## src/neoMapPkg.sv

```systemverilog
// Board memory map and system latch layout
package neoMapPkg;

	// Who answers a bus cycle
	typedef enum logic [2:0] {
		cartRom,
		biosRom,
		workRam,
		paletteRam,
		sysLatch,
		unmapped
	} regionT;

	// Byte address windows, base and mask
	localparam logic [23:0] cartBase    = 24'h000000; // P ROM, 1 MB
	localparam logic [23:0] cartMask    = 24'hF00000;
	localparam logic [23:0] workBase    = 24'h100000; // 64 KB window
	localparam logic [23:0] workMask    = 24'hFF0000;
	localparam logic [23:0] latchBase   = 24'h3A0000; // 32 bytes of flags
	localparam logic [23:0] latchMask   = 24'hFFFFE0;
	localparam logic [23:0] paletteBase = 24'h400000; // 8 KB per bank
	localparam logic [23:0] paletteMask = 24'hFFE000;
	localparam logic [23:0] biosBase    = 24'hC00000; // 128 KB system ROM
	localparam logic [23:0] biosMask    = 24'hFE0000;

	// Vector table, swappable between BIOS and cartridge
	localparam logic [23:0] vectorLimit = 24'h000080;

	// Extra clocks per region, indexed by regionT
	localparam int waitStates [6] = '{2, 2, 0, 1, 0, 0};

	// On chip RAM sizes in words
	localparam int workRamWords = 1024; // 2 KB, mirrored over the window
	localparam int paletteWords = 4096; // Per bank
	localparam int biosWords    = 65536;

	// Word address width on the ROM port, covers 1 MB of cartridge
	localparam int romAddrWidth = 19;

	// Latch flag numbers, picked by A3 to A1
	localparam int shadowFlag     = 0;
	localparam int cartVectorFlag = 1;
	localparam int palBankFlag    = 7;

	// Palette word, dark bit and colour LSBs on top
	typedef struct packed {
		logic       dark;
		logic       redLsb;
		logic       greenLsb;
		logic       blueLsb;
		logic [3:0] red;
		logic [3:0] green;
		logic [3:0] blue;
	} paletteEntryT;

endpackage

```

## src/m68kBusPkg.sv

```systemverilog
// Generic 68000 bus description
// Only what the CPU side of the glue needs
package m68kBusPkg;

	// A23 to A1, no A0 on the 68000
	localparam int addrWidth = 23;

	// Full byte address as seen on a logic analyser
	localparam int byteAddrWidth = addrWidth + 1;

	// Data bus D15 to D0
	localparam int dataWidth = 16;

	// Strobe bit positions inside byteStrobesT
	localparam int upperStrobe = 1; // UDS, D15 to D8
	localparam int lowerStrobe = 0; // LDS, D7 to D0

	// One bus word
	typedef logic [dataWidth-1:0] busWordT;

	// Active high data strobes {UDS, LDS}
	typedef logic [1:0] byteStrobesT;

	// Handy for the byte lanes
	localparam int byteWidth = dataWidth / 2;

	// Value floated back on reads nobody answers
	localparam busWordT openBusWord = '1;

	// Word address type, used for the CPU address bus
	typedef logic [addrWidth-1:0] wordAddrT;

	// Byte address type, 24 bits
	typedef logic [byteAddrWidth-1:0] byteAddrT;

endpackage
```

## src/regionDecoder.sv

```systemverilog
`timescale 1ns/1ps

// Address decode for the 68000 side
module regionDecoder (
	input  logic [m68kBusPkg::addrWidth-1:0]    cpuAddr,     // A23 to A1
	input  logic                                cartVectors, // Latch flag, vectors from cart
	input  logic                                palBank,     // Latch flag, palette bank
	output neoMapPkg::regionT                   region,
	output logic [neoMapPkg::romAddrWidth-1:0]  romAddress,
	output logic                                romCart,
	output logic [12:0]                         ramAddress
);
	import neoMapPkg::*;

	localparam int workBits = $clog2(workRamWords); // 10
	localparam int palBits  = $clog2(paletteWords); // 12
	localparam int biosBits = $clog2(biosWords);    // 16

	logic [23:0] byteAddr;
	logic        inVectors;

	assign byteAddr  = {cpuAddr, 1'b0};
	assign inVectors = byteAddr < vectorLimit; // First 128 bytes

	always_comb begin
		if ((byteAddr & cartMask) == cartBase)
			region = (inVectors && !cartVectors) ? biosRom : cartRom; // Vector swap
		else if ((byteAddr & workMask) == workBase)
			region = workRam;
		else if ((byteAddr & latchMask) == latchBase)
			region = sysLatch;
		else if ((byteAddr & paletteMask) == paletteBase)
			region = paletteRam;
		else if ((byteAddr & biosMask) == biosBase)
			region = biosRom;
		else
			region = unmapped; // Ends in bus error
	end

	// Cart gets its offset straight, BIOS only the low 64K words
	assign romCart = region == cartRom;

	always_comb begin
		if (romCart)
			romAddress = cpuAddr[romAddrWidth-1:0];
		else
			romAddress = romAddrWidth'(cpuAddr[biosBits-1:0]); // Also vector reads
	end

	// Work RAM repeats every 2 KB, palette bank on top bit
	always_comb begin
		ramAddress = '0;
		if (region == paletteRam)
			ramAddress = {palBank, cpuAddr[palBits-1:0]};
		else
			ramAddress[workBits-1:0] = cpuAddr[workBits-1:0]; // Mirrored
	end

endmodule

```

## config.mk

```make
export PLATFORM = sky130hd
export DESIGN_NAME = regionDecoder
export DESIGN_NICKNAME = d
export VERILOG_FILES = /design/src/neoMapPkg.sv /design/src/m68kBusPkg.sv /design/src/regionDecoder.sv
export SDC_FILE = /design/constraint.sdc
export NUM_CORES = 1
export LEC_CHECK = 0
export ABC_AREA = 1
export BUFFER_PORTS_ARGS = -buffer_cell sky130_fd_sc_hd__buf_2
export CORE_MARGIN = 1.5
export CORE_UTILIZATION = 34
export DETAILED_ROUTE_END_ITERATION = 10
export GPL_TIMING_DRIVEN = 0
export PLACE_DENSITY = 0.88
export SLEW_MARGIN = 20
export SYNTH_ARGS = -nofsm -noshare
export SYNTH_HDL_FRONTEND = slang
export SYNTH_SLANG_ARGS = --single-unit
```

## constraint.sdc

```tcl
create_clock -name vclk -period 1.1
set_input_delay 0.165 -clock vclk [all_inputs]
set_output_delay 0.165 -clock vclk [all_outputs]
set_load 0.01 [all_outputs]
```

==> impl_results.md <==
* Status: complete, but fails checks
* Failing checks: negative setup slack
* Total Routed Length at 1330 um
* Reg area at 0 um^2
* Final hold vios at 0
* Post-route minimum period at 1150 ps
* DRT iter0 DRCs at 1
* Synth warnings at 0
* Worst VDD drop at around 170 uV
* Share of cells above drive strength 1 at 0.809
* Post-synthesis cell area at 479 um^2
* Worst-path fanout max at 5
* GR Util All Layers at 0.150
* Crit-path max cell delay at 190 ps
* Post-synthesis mux area share at 0
* Most common cell on crit path: nand2_4
* Maximum Capacitance Violations at 0
* HPWL Detailed at 1140 um
* Pre-CTS setup slack at -148 ps
* Grt ovf at 0
* Avg Synthesized Cell Area at 5.92 um^2
* Per-cell routed wire length at 8.54 um
* Area Growth Syn to Fin at 102%
* Yosys cell types at 14
* Clock buf count at 0
* Least-Margin Pin Slew at between 100 and 150 ps
* PortBufs at 57
* Crit share post-route at 1.05
* Fillers at 116
* Drt via density at approximately 4.2
* Max Fclk at 869 MHz
* Startpoint types: input pin
* Hold Path Class: input pin to output port
* Final ANT Viol Nets at 0
* Lkg Pwr at 0.553 nW
* Initial antenna violation count at 0
* Drt drc at 0
* Worst Path Required at 940 ps
* Power per cell area at 315 nW/um^2
* Syn Inst Count at 81
* Most frequent cells in the layout: buf_2, buf_4, nor2_1, buf_6
* Initial core utilization at 0.368
* Worst EP arrival at 990 ps
* Final GP Congestion at a little under 0.9
* Setup TNS at -201 ps
* Die W at 40.5 um
* Syn Nets at ~110
* FP Rows at 13
* Die area at 1640 um^2
* # diodes at 0
* Most common cell after layout, fill and taps aside: buf_2
* Combinational family with the most area after synthesis: simple AND/OR/NAND/NOR gates
* Pins Over Slew Limit at 0
* Setup Viol. Count Final at 5
* Core area at 1300 um^2
* Largest net degree at the start of global routing at 6
* DR pass1 iterations at 4
* CP top delay family: simple AND/OR/NAND/NOR gates
* Sequential cell area fraction in the yosys report at 0
* Core Util, Final at 0.743
* Slowest cell on the critical path: nand3b_1
* Crit. End Element: output port
* Area of the multi-input gates at 334 um^2
* Seq_cells at 0
* Post-Synth Simple-Gate Area at 0.512
* Slew HR at 0.901
* WP buf/inv at 2
* Vias in the first global route at 493
* Boundary Pins at 61
* Worst setup margin at -51.4 ps
* Critical path type: input pin to output port
* Post-Synth XOR/XNOR Area at 0
* Synth Area in Adders at 0
* Worst path cell trace: buf_8 > nand3b_1 > nor2_4 > nand2_4 > nand2_4 > nor3_2 > buf_2
* Via Count at 662
* Post-synthesis compound-gate area fraction at 0.0104
* First-pass GRT wire length at 1770 um
* Nets at roughly 170
* Die Y at about 41 um
* Unrepaired setup endpoints after global routing: yes
-- cells by family (layout without fill, tap and decap cells) --
| kind of cell | Yosys count | count (layout) |
|---|---|---|
| buf+inv | 35 | 95 |
| simple gates | 45 | 45 |
| compound gates | 1 | 1 |
-- power breakdown --
part / internal, mW / total, mW / leakage [nW] / switching (mW)
logic: 0.172 / 0.305 / 0.553 / 0.133
registers: 0 / 0 / 0 / 0
clock network: 0 / 0 / 0 / 0
-- synthesized netlist by cell type --
cell type  number  area, um^2
nor3_2          3        30.0
nand3_1         3        15.0
nand4_2         1        12.5
nor2_1         15        56.3
buf_4          26         195
nand2_2         3        18.8
a21oi_1         1        5.00
nand2_1         9        33.8
nor3_1          1        5.00
nand2_4         2        22.5
nor2_2          6        37.5
inv_1           9        33.8
nand4_1         1        6.26
nand3b_1        1        7.51
-- per-stage QoR --
stage / instances / total power [mW] / instance area, um^2 / hold slack (ps)
3_3_place_gp: 153 / 0.244 / 783 / 514
3_5_place_dp: 153 / 0.249 / 783 / 514
6_report: 156 / 0.305 / 967 / 514
2_1_floorplan: 81 / 0.140 / 479 / 417
5_1_grt: 156 / 0.334 / 967 / 516
4_1_cts: 156 / 0.286 / 896 / 516
-- routing by layer --
| metal | vias to the layer above | wire length [um] | GRT usage |
|---|---|---|---|
| met2 | 39 | 753 | 0.357 |
| met3 | 0 | 159 | 0 |
| met4 | 0 | 0 | 0 |
| met5 | - | 0 | 0 |
| li1 | 344 | - | - |
| met1 | 279 | 418 | 0.138 |
-- repair_timing --
item	in CTS	in global routing
resized for setup	25	18
pin swaps	10	9
buffers inserted	3	0
hold buffers	0	0
setup endpoints to repair	10	10
-- area by class of cell --
class                      instances  area share
inverter                           9      0.0375
buffer                            26       0.202
tap                               15      0.0194
timing repair buffer              60       0.396
multi-input combinational         46       0.345
-- path summary, 6_finish.rpt --
check / depth (start not counted) / start / to
min: 2 / cpuAddr[3] / ramAddress[3]
max: 7 / cpuAddr[20] / romAddress[17]
(Power assumes the default switching activity.)
