**config.mk**
```make
export PLATFORM = sky130hd
export DESIGN_NAME = systemLatch
export DESIGN_NICKNAME = d
export VERILOG_FILES = /design/src/neoMapPkg.sv /design/src/systemLatch.sv
export SDC_FILE = /design/constraint.sdc
export NUM_CORES = 1
export LEC_CHECK = 0
export ABC_AREA = 1
export BUFFER_PORTS_ARGS = -buffer_cell sky130_fd_sc_hd__buf_2
export CAP_MARGIN = 20
export CORE_AREA = 2 2 39 41
export DETAILED_ROUTE_END_ITERATION = 12
export DIE_AREA = 0 0 41 43
export RECOVER_POWER = 50
export SLEW_MARGIN = 30
export SYNTH_ARGS = -nofsm -noshare
export SYNTH_HDL_FRONTEND = slang
export SYNTH_SLANG_ARGS = --single-unit
```
**constraint.sdc**
```tcl
create_clock -name clk24M -period 1.58 [get_ports clk24M]
set_input_delay 0.474 -clock clk24M [delete_from_list [all_inputs] [get_ports clk24M]]
set_output_delay 0.474 -clock clk24M [all_outputs]
set_load 0.02 [all_outputs]
```
**src/neoMapPkg.sv**
```systemverilog
// Board memory map and system latch layout
package neoMapPkg;

	// Who answers a bus cycle
	typedef enum logic [2:0] {
		cartRom,
		biosRom,
		workRam,
		paletteRam,
		sysLatch,
		unmapped
	} regionT;

	// Byte address windows, base and mask
	localparam logic [23:0] cartBase    = 24'h000000; // P ROM, 1 MB
	localparam logic [23:0] cartMask    = 24'hF00000;
	localparam logic [23:0] workBase    = 24'h100000; // 64 KB window
	localparam logic [23:0] workMask    = 24'hFF0000;
	localparam logic [23:0] latchBase   = 24'h3A0000; // 32 bytes of flags
	localparam logic [23:0] latchMask   = 24'hFFFFE0;
	localparam logic [23:0] paletteBase = 24'h400000; // 8 KB per bank
	localparam logic [23:0] paletteMask = 24'hFFE000;
	localparam logic [23:0] biosBase    = 24'hC00000; // 128 KB system ROM
	localparam logic [23:0] biosMask    = 24'hFE0000;

	// Vector table, swappable between BIOS and cartridge
	localparam logic [23:0] vectorLimit = 24'h000080;

	// Extra clocks per region, indexed by regionT
	localparam int waitStates [6] = '{2, 2, 0, 1, 0, 0};

	// On chip RAM sizes in words
	localparam int workRamWords = 1024; // 2 KB, mirrored over the window
	localparam int paletteWords = 4096; // Per bank
	localparam int biosWords    = 65536;

	// Word address width on the ROM port, covers 1 MB of cartridge
	localparam int romAddrWidth = 19;

	// Latch flag numbers, picked by A3 to A1
	localparam int shadowFlag     = 0;
	localparam int cartVectorFlag = 1;
	localparam int palBankFlag    = 7;

	// Palette word, dark bit and colour LSBs on top
	typedef struct packed {
		logic       dark;
		logic       redLsb;
		logic       greenLsb;
		logic       blueLsb;
		logic [3:0] red;
		logic [3:0] green;
		logic [3:0] blue;
	} paletteEntryT;

endpackage

```
**src/systemLatch.sv**
```systemverilog
`timescale 1ns/1ps

// Write-only flag latch at 0x3A0000
// Data lines are not connected, the address carries the value
module systemLatch (
	input  logic       clk24M,
	input  logic       reset,
	input  logic       latchWrite, // One cycle pulse from the bus controller
	input  logic [3:0] latchAddr,  // A4 to A1
	output logic       shadow,
	output logic       cartVectors,
	output logic       palBank
);
	import neoMapPkg::*;

	logic [7:0] flags; // Eight one-bit registers
	logic [2:0] flagSel;
	logic       flagValue;

	assign flagSel   = latchAddr[2:0]; // A3 to A1
	assign flagValue = latchAddr[3];   // A4 is the new value

	always_ff @(posedge clk24M) begin
		if (reset) begin
			flags <= '0; // BIOS vectors, no shadow, bank 0
		end else if (latchWrite) begin
			flags[flagSel] <= flagValue;
		end
	end

	// Flags used by this board model
	assign shadow      = flags[shadowFlag];
	assign cartVectors = flags[cartVectorFlag];
	assign palBank     = flags[palBankFlag];

	// Other flags (card, SRAM lock, ...) stay internal

endmodule

```
==> flow_summary_export.csv, run 1 <==
group,metric,value,unit
outcome,outcome,"finished, final reports clean",
detailed_routing,wl_per_cell,6.36,um
worst_setup_path,arrival,0.71,ns
detailed_routing,ant_nets,0,
floorplanning,die_w,41,um
pwr,ir_worst_vdd,147,uV
hold_path,worstHoldPathType,"flip-flop to flip-flop",
yosys,ys_top_cells_by_count,"nand2_1, nor2_1, inv_1",
global_route,track_usage,0.0541,
global_route,grt.overflow.total,0,
worst_setup_path,reg2reg_to,"flags[0]",
worst_setup_path,regToRegSetupSlack,1.00,ns
global_route,first_global_vias,159,
worst_setup_path,end_kind,"output pin",
sta,worst_hold_slack,0.474,ns
sta,setup_violations,0,
worst_setup_path,path_cells,"buf_2",
cts,clock-sinks,3,
detailed_routing,viasPerCell,3.19,
worst_setup_path,slowest_delay,0.31,ns
placed_design,dpl.hpwl,263,um
global_route,grt_max_degree,5,
final_layout,syn_to_final_growth,59.8,%
yosys,synth_top_flop_cell,"dfxtp_1",
cts,postCtsSetupRepairBufs,0,
cts,clkLatencyLatePin,0.23,ns
sta,timing.fmax,846,MHz
cts,cts-resized-gates,0,
yosys,syn-num-nets,31,
yosys,async_reset_ff_frac,0,
floorplanning,fp-row-count,14,
cts,clkTransAtPathRegs,0.04,ns
pwr,p_leak,0.130,nW
detailed_routing,drc_errors,0,
placed_design,placed_area,211,um^2
cts,cts_tree,"yes",
sta,slew_viol_final,0,
placed_design,gp_congestion,0.530,
final_layout,largest_register,"flags",
floorplanning,coreArea,0.00138,mm^2
worst_setup_path,crit_type,"flip-flop to output pin",
worst_setup_path,startpoint,"flags[0]",
floorplanning,ios,10,
final_layout,diodes,0,
final_layout,fillers,170,
final_layout,finalNetCount,45,
global_route,grt_pass1_wl,496,um
floorplanning,die_y,43,um
cts,htreeDepth,1,
flow_run,drv_cap,0,
yosys,synth_top_area_frac,0.410,
cts,cts_hold_buf,0,
detailed_routing,wl,337,um
worst_setup_path,critPathTopFamily,"flip-flops",
floorplanning,dieArea,0.00176,mm^2
cts,cts-root-buf,"clkbuf_4",
final_layout,post_route_cells_drive_above_1_share,0.297,
pwr,p_per_area,1030,mW/mm^2
yosys,synth.avg_cell_area,6.10,um^2
global_route,antenna_found_initial,0,
final_layout,reg_top3,"flags: 3 flops",
placed_design,portBuffers,9,
yosys,syn_inst,24,
yosys,ys_seq_area_frac,0.410,
yosys,ys_ff_latch,3,
yosys,yosysUniqueCellTypes,7,
worst_setup_path,cp_slowest_cell,"dfxtp_1",
yosys,synth_top_cell_by_area,"dfxtp_1",
worst_setup_path,rr_startpoint,"flags[0]",
worst_setup_path,crit_buf_inv,1,
detailed_routing,dr.pass1.iters,2,
sta,min_period,1.18,ns
yosys,yosysWarningCount,0,
sta,worst_pin_slew,0.226,ns
detailed_routing,drt_iter0_drc,2,
sta,fin_setup_tns,0,ns
sta,fin_skew,0,ns
sta,relSlewSlack,0.849,
worst_setup_path,cp.depth,1,
worst_setup_path,crit_fanout,2,
worst_setup_path,start_kind,"flip-flop",
yosys,ys_top_cells_by_area,"dfxtp_1, nand2_1, nor2_1",
final_layout,design_area,234,um^2
sta,rsz0062_at_grt,"no",
yosys,syn_area,146,um^2
worst_setup_path,r2r_cells,2,
sta,finalHoldViolations,0,
worst_setup_path,crit_required,1.11,ns
final_layout,largest_register_ffs,3,
floorplanning,start_util,0.106,
yosys,synth_edf_count,0,
worst_setup_path,endpoint,"shadow",
sta,period_share,0.748,
cts,clockBufferDepth,2,
final_layout,fin_util,0.169,
cts,cts_buffers,3,
detailed_routing,num_vias,169,
-- worst min path at each step --
stage | startpoint | endpoint | slack (ns) | cells after the start
2_1_floorplan | flags[7] | flags[7] | 0.56 | 2
3_3_place_gp | flags[1] | flags[1] | 0.47 | 2
3_5_place_dp | flags[0] | flags[0] | 0.47 | 2
4_1_cts | flags[0] | flags[0] | 0.48 | 2
5_1_grt | flags[7] | flags[7] | 0.51 | 2
6_report | flags[1] | flags[1] | 0.47 | 2
-- final cells by class --
cell class | instances | area [um^2] | share of cell area
repair buffers | 9 | 43.8 | 0.187
well taps | 16 | 20.0 | 0.0856
inverters | 4 | 15.0 | 0.0642
flip-flops and latches | 3 | 60.1 | 0.257
multi-input cells | 17 | 68.8 | 0.294
clock buffers | 4 | 26.3 | 0.112
-- layout by cell type, fill, tap and decap left out --
cell type  instances
inv_1              4
buf_2              8
nand2_1            6
clkbuf_4           3
a21oi_1            2
clkbuf_1           2
dfxtp_1            3
nand3_1            2
nor2_1             7
-- metrics by stage --
stage | setup slack, ns | instances | power [mW]
5_1_grt | 0.358 | 53 | 0.262
2_1_floorplan | 0.691 | 24 | 0.0971
4_1_cts | 0.382 | 53 | 0.251
3_3_place_gp | 0.533 | 49 | 0.110
3_5_place_dp | 0.535 | 49 | 0.110
6_report | 0.398 | 53 | 0.242
-- power by group --
| group | internal, mW | total [mW] | switching [mW] |
|---|---|---|---|
| Sequential | 0.0788 | 0.0799 | 0.00106 |
| Clock | 0.0946 | 0.134 | 0.0395 |
| Combinational | 0.0117 | 0.0277 | 0.0159 |
| Total | 0.185 | 0.242 | 0.0565 |
-- routing by layer --
layer | vias up | part of all wire | track usage
li1 | 98 | - | -
met1 | 64 | 0.34 | 0.0256
met2 | 7 | 0.51 | 0.0688
met3 | 0 | 0.15 | 0.0471
met4 | 0 | 0 | 0.100
met5 | - | 0 | 0
-- worst register-to-register path, cell delays in order (launching register included) --
cell and delay [ns]:
dfxtp_1 0.30, a21oi_1 0.12, nor2_1 0.06
-- kinds of logic after synthesis --
kind of cell | share of synthesized area
AOI/OAI and AO/OA | 0.0684
buffers and inverters | 0.103
DFF | 0.410
and+or+nand+nor | 0.419
No activity file was read; power rests on OpenSTA's default activity.
==> inputs of run 2 (changes only) <==
- clock period: 1.58 -> 0.97 ns (I/O delays scaled with it)
==> run 2 against run 1 <==
  * Non-clock buffer count did not move
  * Core utilization rose by 1.8 points
  * Cell count did not move
  * Combinational power rose by 85%
  * Hold slack got worse by 0.16 ns
  * Setup slack got worse by 0.39 ns
  * Highest routed layer unchanged
==> flow_summary_export.csv, run 2 (synthesis results as in run 1) <==
group,metric,value,unit
outcome,outcome,"finished, final reports clean",
detailed_routing,dr.pass1.iters,4,
worst_setup_path,start_kind,"flip-flop",
worst_setup_path,cp.depth,1,
cts,cts-root-buf,"clkbuf_4",
final_layout,final_cells,53,
worst_setup_path,end_kind,"output pin",
placed_design,gp_congestion,0.502,
global_route,grt.overflow.total,0,
worst_setup_path,crit_required,0.68,ns
detailed_routing,ant_nets,0,
worst_setup_path,crit_buf_inv,1,
cts,clockBufferDepth,2,
sta,min_period,0.959,ns
pwr,power_switching,89.6,uW
placed_design,place_ws,0.101,ns
floorplanning,die_y,43,um
worst_setup_path,slowest_delay,0.33,ns
detailed_routing,wl,350,um
pwr,p_per_area,1530,mW/mm^2
pwr,ir_worst_vdd,239,uV
pwr,totalPowerFinal,397,uW
worst_setup_path,reg2reg_to,"flags[0]",
cts,postCtsSetupRepairBufs,0,
cts,cts_tree,"yes",
sta,setup_violations,0,
detailed_routing,drc_errors,0,
final_layout,finalNetCount,45,
placed_design,placedCellCount,49,
final_layout,largest_register,"flags",
global_route,grt_pass1_wl,579,um
sta,timing.fmax,1040,MHz
final_layout,most-common-layout-cells,"nand2_1, nor2_1, buf_2",
floorplanning,coreArea,0.00138,mm^2
worst_setup_path,crit_type,"flip-flop to output pin",
final_layout,syn_to_final_growth,76.9,%
worst_setup_path,regToRegSetupSlack,0.38,ns
final_layout,reg_top3,"flags: 3 flops",
sta,worst_pin_slew,0.157,ns
floorplanning,start_util,0.106,
cts,clock-sinks,3,
worst_setup_path,cp_slowest_cell,"dfxtp_2",
cts,cts_hold_buf,0,
floorplanning,fp-row-count,14,
detailed_routing,viasPerCell,3.23,
hold_path,worstHoldPathType,"input pin to flip-flop",
sta,fin_setup_tns,0,ns
sta,rsz0062_at_grt,"yes",
pwr,combPwrFrac,0.129,
global_route,track_usage,0.0622,
placed_design,dpl.hpwl,272,um
detailed_routing,drt_iter0_drc,2,
detailed_routing,wl_per_cell,6.60,um
pwr,switching_share,0.226,
worst_setup_path,critPathTopFamily,"flip-flops",
pwr,p_clk_frac,0.539,
sta,fin_skew,0,ns
pwr,seq_power_share,0.333,
worst_setup_path,path_cells,"buf_6",
cts,clkTransAtPathRegs,0.04,ns
cts,htreeDepth,1,
sta,fin_ws,0.0109,ns
global_route,antenna_found_initial,0,
worst_setup_path,crit_fanout,2,
sta,period_share,0.989,
detailed_routing,num_vias,171,
sta,relSlewSlack,0.895,
floorplanning,dieArea,0.00176,mm^2
sta,worst_hold_slack,0.317,ns
sta,slew_viol_final,0,
final_layout,post_route_cells_drive_above_1_share,0.405,
sta,finalHoldViolations,0,
pwr,p_leak,0.134,nW
floorplanning,die_w,41,um
global_route,first_global_vias,169,
worst_setup_path,startpoint,"flags[1]",
final_layout,fillers,161,
worst_setup_path,rr_startpoint,"flags[0]",
floorplanning,ios,10,
global_route,grt_max_degree,5,
flow_run,drv_cap,0,
cts,cts_buffers,3,
worst_setup_path,r2r_cells,2,
pwr,intPower,308,uW
final_layout,diodes,0,
worst_setup_path,arrival,0.67,ns
worst_setup_path,endpoint,"cartVectors",
cts,clkLatencyLatePin,0.23,ns
placed_design,portBuffers,9,
final_layout,largest_register_ffs,3,
==> run 2: layout make-up <==
cell class,count,area (um^2),share of cell area
multi-input cells,17,71.3,0.275
repair buffers,9,62.6,0.242
inverters,4,15.0,0.0580
flip-flops and latches,3,63.8,0.246
well taps,16,20.0,0.0773
clock buffers,4,26.3,0.101
==> run 2: worst register-to-register path: cells and delay by family (launching register included) <==
family / cells / cell delay (ns)
and+or+nand+nor: 1 / 0.06
AOI/OAI and AO/OA: 1 / 0.11
DFF: 1 / 0.31
==> run 2: routing by layer <==
layer	share of wire	global-route usage	vias up	wire length [um]
li1	-	-	98	-
met1	0.34	0.0385	66	118
met2	0.49	0.0719	7	173
met3	0.16	0.0628	0	57
met4	0	0.100	0	0
met5	0	0	-	0
==> run 2: power by group through the flow <==
| stage | sequential [mW] | clock, mW | combinational, mW |
|---|---|---|---|
| after floorplan | 0.138 | 0 | 0.0205 |
| final | 0.132 | 0.214 | 0.0512 |
| after CTS | 0.132 | 0.229 | 0.0525 |
| after global routing | 0.132 | 0.251 | 0.0583 |
| after detailed placement | 0.132 | 0 | 0.0475 |
| after global placement | 0.132 | 0 | 0.0466 |
==> run 2: timing repair <==
item,CTS,global route
pin swaps,0,0
gates resized for setup,9,0
endpoints found under the setup margin,3,3
==> run 2: how the worst min path moves through the flow <==
stage	startpoint	to	slack, ns	cells after the start
after CTS	reset	flags[1]	0.32	4
after detailed placement	flags[1]	flags[1]	0.47	2
after global placement	flags[7]	flags[7]	0.47	2
final	reset	flags[1]	0.32	4
after global routing	reset	flags[7]	0.32	4
after floorplan	reset	flags[7]	0.46	3
==> run 2: per-stage QoR <==
stage	instance area, um^2	util
2_1_floorplan	146	-
3_3_place_gp	211	0.153
3_5_place_dp	211	0.153
4_1_cts	260	0.188
5_1_grt	259	0.187
6_report	259	0.187
