### src/neoMapPkg.sv
// Board memory map and system latch layout
package neoMapPkg;

	// Who answers a bus cycle
	typedef enum logic [2:0] {
		cartRom,
		biosRom,
		workRam,
		paletteRam,
		sysLatch,
		unmapped
	} regionT;

	// Byte address windows, base and mask
	localparam logic [23:0] cartBase    = 24'h000000; // P ROM, 1 MB
	localparam logic [23:0] cartMask    = 24'hF00000;
	localparam logic [23:0] workBase    = 24'h100000; // 64 KB window
	localparam logic [23:0] workMask    = 24'hFF0000;
	localparam logic [23:0] latchBase   = 24'h3A0000; // 32 bytes of flags
	localparam logic [23:0] latchMask   = 24'hFFFFE0;
	localparam logic [23:0] paletteBase = 24'h400000; // 8 KB per bank
	localparam logic [23:0] paletteMask = 24'hFFE000;
	localparam logic [23:0] biosBase    = 24'hC00000; // 128 KB system ROM
	localparam logic [23:0] biosMask    = 24'hFE0000;

	// Vector table, swappable between BIOS and cartridge
	localparam logic [23:0] vectorLimit = 24'h000080;

	// Extra clocks per region, indexed by regionT
	localparam int waitStates [6] = '{2, 2, 0, 1, 0, 0};

	// On chip RAM sizes in words
	localparam int workRamWords = 1024; // 2 KB, mirrored over the window
	localparam int paletteWords = 4096; // Per bank
	localparam int biosWords    = 65536;

	// Word address width on the ROM port, covers 1 MB of cartridge
	localparam int romAddrWidth = 19;

	// Latch flag numbers, picked by A3 to A1
	localparam int shadowFlag     = 0;
	localparam int cartVectorFlag = 1;
	localparam int palBankFlag    = 7;

	// Palette word, dark bit and colour LSBs on top
	typedef struct packed {
		logic       dark;
		logic       redLsb;
		logic       greenLsb;
		logic       blueLsb;
		logic [3:0] red;
		logic [3:0] green;
		logic [3:0] blue;
	} paletteEntryT;

endpackage

### src/m68kBusPkg.sv
// Generic 68000 bus description
// Only what the CPU side of the glue needs
package m68kBusPkg;

	// A23 to A1, no A0 on the 68000
	localparam int addrWidth = 23;

	// Full byte address as seen on a logic analyser
	localparam int byteAddrWidth = addrWidth + 1;

	// Data bus D15 to D0
	localparam int dataWidth = 16;

	// Strobe bit positions inside byteStrobesT
	localparam int upperStrobe = 1; // UDS, D15 to D8
	localparam int lowerStrobe = 0; // LDS, D7 to D0

	// One bus word
	typedef logic [dataWidth-1:0] busWordT;

	// Active high data strobes {UDS, LDS}
	typedef logic [1:0] byteStrobesT;

	// Handy for the byte lanes
	localparam int byteWidth = dataWidth / 2;

	// Value floated back on reads nobody answers
	localparam busWordT openBusWord = '1;

	// Word address type, used for the CPU address bus
	typedef logic [addrWidth-1:0] wordAddrT;

	// Byte address type, 24 bits
	typedef logic [byteAddrWidth-1:0] byteAddrT;

endpackage
### src/busCycleCtrl.sv
`timescale 1ns/1ps

// One 68000 bus cycle from AS to DTACK
// Wait states per region, RAM writes as read-modify-write
module busCycleCtrl (
	input  logic                    clk24M,
	input  logic                    reset,
	input  logic                    addrStrobe,
	input  logic                    cpuRead,
	input  m68kBusPkg::byteStrobesT dataStrobes,
	input  m68kBusPkg::busWordT     cpuWriteData,
	input  neoMapPkg::regionT       region,
	input  m68kBusPkg::busWordT     romData,
	input  m68kBusPkg::busWordT     workReadData,
	input  neoMapPkg::paletteEntryT paletteReadData,
	output logic                    dtack,
	output logic                    busError,
	output m68kBusPkg::busWordT     cpuReadData,
	output logic                    romRead,
	output logic                    workWrite,
	output logic                    paletteWrite,
	output m68kBusPkg::busWordT     ramWriteData,
	output logic                    latchWrite
);
	import m68kBusPkg::*;
	import neoMapPkg::*;

	typedef enum logic [1:0] {idleSt, waitSt, ackSt} cycleStateT;

	cycleStateT state;
	logic [1:0] waitCnt;  // Clocks left before acknowledge
	logic       lastWait; // Cycle before DTACK rises
	logic       romCycle;
	logic       writeCycle;
	busWordT    ramOldWord;
	busWordT    readMux;

	assign lastWait   = (state == waitSt) && (waitCnt == '0);
	assign romCycle   = (region == cartRom) || (region == biosRom);
	assign writeCycle = lastWait && !cpuRead;

	// ROM port held until the acknowledge edge
	assign romRead = (state == waitSt) && cpuRead && romCycle;

	// Write strobes land on the acknowledge edge
	assign workWrite    = writeCycle && (region == workRam);
	assign paletteWrite = writeCycle && (region == paletteRam);
	assign latchWrite   = writeCycle && (region == sysLatch);

	// Merge strobed bytes into the stored word
	always_comb begin
		if (region == paletteRam)
			ramOldWord = paletteReadData;
		else
			ramOldWord = workReadData;
		ramWriteData = ramOldWord;
		if (dataStrobes[upperStrobe])
			ramWriteData[dataWidth-1:byteWidth] = cpuWriteData[dataWidth-1:byteWidth];
		if (dataStrobes[lowerStrobe])
			ramWriteData[byteWidth-1:0] = cpuWriteData[byteWidth-1:0];
	end

	// Read source, whole word even for byte reads
	always_comb begin
		case (region)
			cartRom, biosRom: readMux = romData;
			workRam:          readMux = workReadData;
			paletteRam:       readMux = paletteReadData;
			default:          readMux = openBusWord; // Latch is write-only
		endcase
	end

	always_ff @(posedge clk24M) begin
		if (lastWait && cpuRead)
			cpuReadData <= readMux; // Held while DTACK is high
	end

	always_ff @(posedge clk24M) begin
		if (reset) begin
			state    <= idleSt;
			waitCnt  <= '0;
			dtack    <= 1'b0;
			busError <= 1'b0;
		end else begin
			case (state)
				idleSt: if (addrStrobe) begin
					state   <= waitSt;
					waitCnt <= 2'(waitStates[region] + 1); // Ack at 2 + waits
				end
				waitSt: if (waitCnt == '0) begin
					state    <= ackSt;
					dtack    <= region != unmapped;
					busError <= region == unmapped; // Nobody decoded it
				end else begin
					waitCnt <= waitCnt - 2'd1;
				end
				ackSt: if (!addrStrobe) begin // CPU ends the cycle
					state    <= idleSt;
					dtack    <= 1'b0;
					busError <= 1'b0;
				end
				default: state <= idleSt;
			endcase
		end
	end

endmodule

### config.mk
export PLATFORM = sky130hd
export DESIGN_NAME = busCycleCtrl
export DESIGN_NICKNAME = d
export VERILOG_FILES = /design/src/neoMapPkg.sv /design/src/m68kBusPkg.sv /design/src/busCycleCtrl.sv
export SDC_FILE = /design/constraint.sdc
export NUM_CORES = 1
export LEC_CHECK = 0
export BUFFER_PORTS_ARGS = -buffer_cell sky130_fd_sc_hd__buf_2
export CELL_PAD_IN_SITES_DETAIL_PLACEMENT = 0
export CELL_PAD_IN_SITES_GLOBAL_PLACEMENT = 1
export CORE_ASPECT_RATIO = 1.25
export CORE_MARGIN = 2
export CORE_UTILIZATION = 28
export CTS_CLUSTER_DIAMETER = 80
export CTS_CLUSTER_SIZE = 28
export DETAILED_ROUTE_END_ITERATION = 12
export HOLD_SLACK_MARGIN = 0.08
export PLACE_DENSITY_LB_ADDON = 0.1
export SLEW_MARGIN = 20
export SYNTH_ARGS = -nofsm -noshare
export SYNTH_HDL_FRONTEND = slang
export SYNTH_SLANG_ARGS = --single-unit
### constraint.sdc
create_clock -name clk24M -period 1.9 [get_ports clk24M]
set_input_delay 0 -clock clk24M [delete_from_list [all_inputs] [get_ports clk24M]]
set_output_delay 0 -clock clk24M [all_outputs]
set_load 0.05 [all_outputs]
==> results of run 1 <==
==> per-layer routing <==
| metal | up-vias | wire length, µm |
|---|---|---|
| li1 | 873 | - |
| met5 | - | 0 |
| met3 | 5 | 384 |
| met4 | 0 | 66 |
| met1 | 659 | 2040 |
| met2 | 76 | 2070 |
==> what timing repair did <==
item / CTS / global route
hold buffers: 2 / 0
endpoints found under the setup margin: 0 / 0
hold endpoints to repair: 6 / 0
==> stage by stage <==
step	cell area (µm²)	worst slack, ns	hold slack, ns	cells
4_1_cts	2310	0.215	0.135	359
3_3_place_gp	2240	0.524	0.280	353
3_5_place_dp	2240	0.508	0.277	353
6_report	2310	0.214	0.138	359
2_1_floorplan	1640	0.0862	0.0691	185
5_1_grt	2310	0.0959	0.157	359
==> power by group through the flow <==
stage	Combinational [mW]	Sequential (mW)	Clock [mW]
after floorplan	0.303	0.612	0
after global placement	0.514	0.567	0
after detailed placement	0.515	0.567	0
after CTS	0.521	0.556	0.300
after global routing	0.563	0.559	0.316
final	0.516	0.556	0.289
==> worst max-delay path, cell delays in order (launching register included) <==
cell and delay [ns]:
dfxtp_1 0.38, inv_1 0.06, ha_1 0.23, nand3b_1 0.25, a21oi_1 0.10, dlygate4sd3_1 0.56
==> synthesized netlist by cell type <==
| cell | instances |
|---|---|
| nand3b_1 | 4 |
| and3_1 | 1 |
| nand2b_1 | 5 |
| inv_1 | 3 |
| and3_4 | 1 |
| nor4_2 | 1 |
| nor3_1 | 2 |
| o21ai_0 | 9 |
| nand3_1 | 1 |
| buf_1 | 2 |
| o31a_1 | 1 |
| nor4b_1 | 1 |
| nand2_1 | 17 |
| nor2_1 | 20 |
| buf_4 | 1 |
| buf_6 | 2 |
| edfxtp_1 | 16 |
| nor2b_1 | 3 |
| nand2_2 | 1 |
| a21oi_1 | 19 |
| ha_1 | 1 |
| mux2i_1 | 32 |
| o21ai_1 | 8 |
| or2b_1 | 1 |
| or2_2 | 16 |
| dfxtp_1 | 6 |
| nor4_1 | 2 |
| a21oi_2 | 1 |
| a32oi_1 | 1 |
| buf_2 | 5 |
| clkbuf_1 | 2 |
==> kinds of logic (layout without fill, tap and decap cells) <==
logic type                 after synthesis  count (layout)  synth area share [%]
muxes                                   32              32                  19.8
buffers and inverters                   15             123                  5.02
AOI/OAI and AO/OA                       39              39                  12.7
DFF                                     22              22                  37.1
adders and majority gates                1               1                 0.772
and+or+nand+nor                         76              76                  24.6
==> state kept, by name (all words and copies together) (netlist names) <==
| name | count |
|---|---|
| waitCnt | 2 |
| cpuReadData | 16 |
| dtack | 1 |
| state | 2 |
| busError | 1 |
==> final timing paths <==
| check | from | end | slack (ns) | depth (start not counted) |
|---|---|---|---|---|
| hold reg to reg | busError$_SDFFE_PP0P_ | busError$_SDFFE_PP0P_ | 0.49 | 2 |
| setup / recovery | waitCnt[0]$_SDFFE_PP0P_ | state[1]$_SDFFE_PP0P_ | 0.21 | 5 |
| setup reg to reg | waitCnt[0]$_SDFFE_PP0P_ | state[1]$_SDFFE_PP0P_ | 0.21 | 5 |
| hold / removal | romData[1] | cpuReadData[1]$_DFFE_PP_ | 0.14 | 4 |
==> cell type report <==
type,instances,share of cell area (%)
multi-input cells,148,41.4
flip-flops and latches,22,26.0
clock buffers,4,1.95
well taps,66,3.58
inverters,3,0.488
repair buffers,116,26.5
==> results.cfg, run 1 <==
[status]
status = complete, no violations

[logic_synthesis]
syn_nets = 259
yosysTopAreaCellShare_pct = 29.7
synth_area_leaders = edfxtp_1 30%, mux2i_1 20%, dfxtp_1 7.4%, or2_2 6.2%, a21oi_1 5.9%
synth_warnings = 0
synth_cell_type_count = 31
syn-cell-area_um2 = 1620
ys_seq_area_share_pct = 37.1
synth_seq_cells = 22
yosysTopAreaCell = edfxtp_1
syn_inst = 185
avgSynthCellArea_um2 = 8.76

[place]
io_buffers = 110
gp_routability_congestion = 0.723
dp_hpwl_um = 3650

[drt]
drt_pass1_iterations = 4
wl_um = 4550
vias = 1613
drt_iter0_markers = 45
via_per_inst = 4.49
drtAntennaViolNets = 0
drcViolationCount = 0
wl_per_cell_um = 12.7

[worst_setup_path]
worst_ep_arrival_time_ns = 1.84
cp-end-kind = register
critPathLaunchType = register
path_class = register to register
critPathRequiredTime_ns = 2.05
cp_max_fo = 6

[global_route]
overflow = 0
grt_max_degree = 38
antenna_found_initial = 0
grt_pass1_vias = 1573
grt.total_usage_pct = 14.3
grt_pass1_wl_um = 7200
use_met3_pct = 2.82
top_usage_layer = met2
use_met2_pct = 22.8
use_met1_pct = 19.2

[timing]
finalSetupViolations = 0
slew_viol_final = 0
fmax_mhz = 593
tns_ns = 0
tightest_slew_ns = 0.349
hold_viol = 0
min_period_over_period_pct = 88.7
skew_ns = 0.00348
period_minus_slack_ns = 1.69
rsz0062_at_grt = false
maxSlewHeadroom_pct = 76.7

[final_layout]
fin_util_pct = 40.5
nFillCells = 588
layout_commonest_cell = buf_2
multi_input_comb_area_um2 = 957
area_growth_pct = 42.5
seq_area_um2 = 601
drive_gt1_share_pct = 47.8
nNetsFinal = 368
layout_common_cells = 110 x buf_2, 32 x mux2i_1, 20 x nor2_1
antenna_cells = 0

[power]
leakagePower_nw = 1.16
ir_worst_vdd_v = 0.000245
power_frac_clock_pct = 21.3
combinationalPowerShare_pct = 37.9
internal_power_mw = 0.880
p_switching_mw = 0.480
switching_share_pct = 35.3
seqPwrFrac_pct = 40.9
power_density_nw_per_um2 = 589
finalPower_mw = 1.36

[cts]
cts_resized = 0
clk_pin_slew_ns = 0.07
insertion_delay_ns = 0.26
clock-sinks = 22
root_buffer = clkbuf_8
clockBufferDepth = 2
numCtsBuffers = 3
cts_tree = yes
postCtsSetupRepairBufs = 0
htree_num_levels = 1

[floorplanning]
die_w_um = 72.0
fp.dieH_um = 89.1
coreArea_um2 = 5700
ios = 111
start_util_pct = 28.4
dieArea_um2 = 6420
rows = 31

[hold_path]
hp-class = primary input to register

[flow_run]
max-cap-violations = 0
Power figures use the tool's default switching activity.
==> run 2, diff against run 1 <==
==> constraint.sdc (replaced) <==
create_clock -name clk24M -period 1.8 [get_ports clk24M]
set_input_delay 0 -clock clk24M [delete_from_list [all_inputs] [get_ports clk24M]]
set_output_delay 0 -clock clk24M [all_outputs]
set_load 0.05 [all_outputs]
==> run 2 against run 1 <==
Net effect:
- via count is 1.4% higher
- clock skew is 0.0048 ns higher
- clock power is 7% higher
- routed wire length is 1.7% higher
- final cell count is 0.28% higher
==> results.cfg, run 2 (synthesis results as in run 1) <==
[global_route]
grt_pass1_wl_um = 7180
grt_max_degree = 38
grt_pass1_vias = 1517
overflow = 0
grt.total_usage_pct = 14.3
antenna_found_initial = 0

[drt]
drt_iter0_markers = 50
drt_pass1_iterations = 4
wl_um = 4630
wl_per_cell_um = 12.9
via_per_inst = 4.54
vias = 1636
drcViolationCount = 0
drtAntennaViolNets = 0

[worst_setup_path]
worst_ep_arrival_time_ns = 1.63
cp-end-kind = output pin
critPathRequiredTime_ns = 1.80
critPathLaunchType = register
path_class = register to output pin
critPathTopFamily = simple AND/OR/NAND/NOR gates
crit_path_cell_trace = inv_1 > ha_1 > nand3b_1 > nor4_2 > buf_2
path_buf_inv = 2
cp_max_fo = 6
cpPeakStageDelay_ns = 0.34
slowest_stage = dfxtp_1

[final_layout]
area_growth_pct = 42.2
seq_area_um2 = 601
antenna_cells = 0
nNetsFinal = 369
largest_reg_flops = 16
layout_common_cells = 110 x buf_2, 32 x mux2i_1, 20 x nor2_1
multi_input_comb_area_um2 = 957
regMostFlops = cpuReadData
drive_gt1_share_pct = 48.0
layout_commonest_cell = buf_2
final_design_area_no_fill_um2 = 2300
fin_util_pct = 40.4
largestRegisters = cpuReadData x16, state x2, waitCnt x2
layoutNonFillerInstCount = 360
nFillCells = 600

[cts]
htree_num_levels = 1
postCtsSetupRepairBufs = 0
cts_tree = yes
clk_pin_slew_ns = 0.08
root_buffer = clkbuf_8
numCtsBuffers = 3
cts_resized = 0
clockBufferDepth = 2
clock-sinks = 22
insertion_delay_ns = 0.26

[timing]
period_minus_slack_ns = 1.63
tns_ns = 0
fmax_mhz = 612
finalSetupViolations = 0
maxSlewHeadroom_pct = 76.2
hold-worst-slack_ns = 0.132
slew_viol_final = 0
min_period_over_period_pct = 90.7
hold_viol = 0
rsz0062_at_grt = false
skew_ns = 0.00831
setup_slack_ns = 0.167
tightest_slew_ns = 0.357

[flow_run]
max-cap-violations = 0

[power]
finalPower_mw = 1.44
power_density_nw_per_um2 = 623
leakagePower_nw = 1.15
ir_worst_vdd_v = 0.000296

[floorplanning]
start_util_pct = 28.4
fp.dieH_um = 89.1
ios = 111
coreArea_um2 = 5700
dieArea_um2 = 6420
die_w_um = 72.0
rows = 31

[place]
dp_cells = 354
dp_hpwl_um = 3720
io_buffers = 110
gp_routability_congestion = 0.710
place_ws_ns = 0.414
place_area_um2 = 2240

[hold_path]
hp-class = primary input to register

[status]
status = complete, no violations
## run 2: power by group
part           leakage [nW]  internal [mW]  switching, mW
sequential            0.189          0.572         0.0155
clock                0.0228          0.158          0.150
combinational         0.941          0.198          0.343
total                  1.15          0.927          0.508
## run 2: final timing paths
check | start | to | slack, ns | cells past startpoint
setup reg to reg | waitCnt[0]$_SDFFE_PP0P_ | waitCnt[0]$_SDFFE_PP0P_ | 0.39 | 6
setup / recovery | waitCnt[0]$_SDFFE_PP0P_ | latchWrite | 0.17 | 5
hold reg to reg | waitCnt[1]$_SDFFE_PP0P_ | waitCnt[1]$_SDFFE_PP0P_ | 0.47 | 2
hold / removal | romData[6] | cpuReadData[6]$_DFFE_PP_ | 0.13 | 4
## run 2: layout make-up
type / instances / area share [%]
flip-flops and latches: 22 / 26.1
repair buffers: 117 / 26.4
multi-input cells: 148 / 41.5
well taps: 66 / 3.58
inverters: 3 / 0.489
clock buffers: 4 / 1.95
## run 2: worst min-delay path, cell delays in order
cell     delay, ns
buf_2         0.08
nor2_1        0.03
a21oi_1       0.09
or2_2         0.10
## run 2: repair_timing
item | in CTS | in global routing
hold buffers | 2 | 0
hold endpoints to repair | 6 | 0
setup endpoints to repair | 0 | 0
## run 2: layer usage
metal	up-vias	part of all wire, %	global-route usage (%)
met3	4	7.2	2.25
li1	871	-	-
met5	-	0	0
met4	0	1.4	5.15
met1	683	46	19.4
met2	78	45	23.1
==> run 3, diff against run 2 <==
--- a/config.mk
+++ b/config.mk
@@ -10,7 +10,7 @@
 export CELL_PAD_IN_SITES_GLOBAL_PLACEMENT = 1
 export CORE_ASPECT_RATIO = 1.25
 export CORE_MARGIN = 2
-export CORE_UTILIZATION = 28
+export CORE_UTILIZATION = 26
 export CTS_CLUSTER_DIAMETER = 80
 export CTS_CLUSTER_SIZE = 28
 export DETAILED_ROUTE_END_ITERATION = 12
==> constraint.sdc (replaced) <==
create_clock -name clk24M -period 1.4 [get_ports clk24M]
set_input_delay 0 -clock clk24M [delete_from_list [all_inputs] [get_ports clk24M]]
set_output_delay 0 -clock clk24M [all_outputs]
set_load 0.05 [all_outputs]
==> run 3 against run 2 <==
Net effect:
- first-iteration DRC count down 36%
- power up 33%
- critical path depth up 3
- combinational power up 41%
- via count up 1.0%
- clock skew down 0.0059 ns
- final area up 7.2%
- worst setup slack worse by 0.12 ns
- sequential share of layout area down 1.6 points
- clock power up 25%
- flip-flop and latch count unchanged
- highest routed layer unchanged
- die area up 7.3%
==> results.cfg, run 3 (synthesis results as in run 1) <==
[global_route]
antenna_found_initial = 0
grt.total_usage_pct = 13.3
grt_max_degree = 38
grt_pass1_wl_um = 7220
overflow = 0
top_usage_layer = met2
use_met2_pct = 22.2
grt_pass1_vias = 1616
use_met3_pct = 2.20
use_met1_pct = 17.5

[power]
internal_power_mw = 1.24
switching_share_pct = 34.8
combinationalPowerShare_pct = 39.9
ir_worst_vdd_v = 0.000337
p_switching_mw = 0.663
power_density_nw_per_um2 = 772
seqPwrFrac_pct = 39.9
power_frac_clock_pct = 20.2
leakagePower_nw = 1.21

[floorplanning]
fp.dieH_um = 92.3
die_w_um = 74.6
rows = 32
coreArea_um2 = 6090
start_util_pct = 26.6
ios = 111
dieArea_um2 = 6880

[final_layout]
regMostFlops = cpuReadData
largest_reg_flops = 16
seq_area_um2 = 604
layout_common_cells = 106 x buf_2, 32 x mux2i_1, 20 x nor2_1
layout_commonest_cell = buf_2
area_growth_pct = 52.5
layoutNonFillerInstCount = 383
multi_input_comb_area_um2 = 1000
final_design_area_no_fill_um2 = 2470
drive_gt1_share_pct = 52.0
largestRegisters = cpuReadData x16, state x2, waitCnt x2
nNetsFinal = 373
fin_util_pct = 40.6
nFillCells = 651
antenna_cells = 0

[timing]
maxSlewHeadroom_pct = 83.1
skew_ns = 0.00239
tns_ns = 0
fmax_mhz = 736
period_minus_slack_ns = 1.36
min_period_over_period_pct = 97.0
finalSetupViolations = 0
hold_viol = 0
slew_viol_final = 0
setup_slack_ns = 0.0420
rsz0062_at_grt = true
tightest_slew_ns = 0.253

[worst_setup_path]
worst_ep_arrival_time_ns = 1.50
critPathRequiredTime_ns = 1.55
critPathLaunchType = register
cp_max_fo = 3
cp-end-kind = register
path_class = register to register

[cts]
numCtsBuffers = 3
clk_pin_slew_ns = 0.07
cts_tree = yes
clock-sinks = 22
htree_num_levels = 1
insertion_delay_ns = 0.25
root_buffer = clkbuf_8
clockBufferDepth = 2

[drt]
drcViolationCount = 0
wl_per_cell_um = 11.8
drt_iter0_markers = 32
wl_um = 4540
vias = 1653
drt_pass1_iterations = 4
via_per_inst = 4.32
drtAntennaViolNets = 0

[place]
gp_routability_congestion = 0.746
place_ws_ns = 0.0606
dp_cells = 374
dp_hpwl_um = 3730
place_area_um2 = 2340
io_buffers = 110

[flow_run]
max-cap-violations = 0

[status]
status = complete, no violations

[hold_path]
hp-class = primary input to register
run 3: through the flow:
stage                     hold slack (ns)  total power [mW]
after global placement              0.272              1.50
after floorplan                    0.0691              1.25
final                               0.143              1.91
after detailed placement            0.277              1.50
after global routing                0.156              2.01
after CTS                           0.138              1.91
run 3: critical path, cell delays in order, from the launching register on:
cell	delay, ns
dfxtp_2	0.34
inv_2	0.04
ha_4	0.15
buf_4	0.13
nand2b_4	0.14
a21oi_4	0.16
buf_4	0.13
nand2b_1	0.09
a21oi_1	0.06
run 3: cell type report:
cell class                 count  area share [%]
multi-input combinational    148            40.6
timing repair buffer         121            28.4
sequential                    22            24.5
tap                           85            4.30
clock buffer                   4            1.82
inverter                       3           0.456
run 3: final timing paths:
check	startpoint	to	slack (ns)	cells past startpoint
hold reg to reg	waitCnt[1]$_SDFFE_PP0P_	waitCnt[1]$_SDFFE_PP0P_	0.48	2
setup / recovery	waitCnt[0]$_SDFFE_PP0P_	waitCnt[1]$_SDFFE_PP0P_	0.04	8
setup reg to reg	waitCnt[0]$_SDFFE_PP0P_	waitCnt[1]$_SDFFE_PP0P_	0.04	8
hold / removal	romData[6]	cpuReadData[6]$_DFFE_PP_	0.14	4
run 3: repair_timing:
| action | CTS | global route |
|---|---|---|
| setup buffers | 2 | 1 |
| hold endpoints to repair | 6 | 0 |
| resized for setup | 10 | 5 |
| pin swaps | 3 | 4 |
| hold buffers | 2 | 0 |
| setup endpoints to repair | 4 | 5 |
run 3: routing by layer:
| metal | wire [µm] | vias to the layer above |
|---|---|---|
| li1 | - | 883 |
| met1 | 1930 | 701 |
| met2 | 2240 | 67 |
| met3 | 326 | 2 |
| met4 | 42 | 0 |
| met5 | 0 | - |
run 3: power groups by stage:
stage          clock network, mW  registers (mW)  logic (mW)
6_report                   0.386           0.761       0.762
5_1_grt                    0.420           0.764       0.828
4_1_cts                    0.399           0.758       0.755
3_5_place_dp                   0           0.770       0.725
3_3_place_gp                   0           0.770       0.727
2_1_floorplan                  0           0.831       0.419
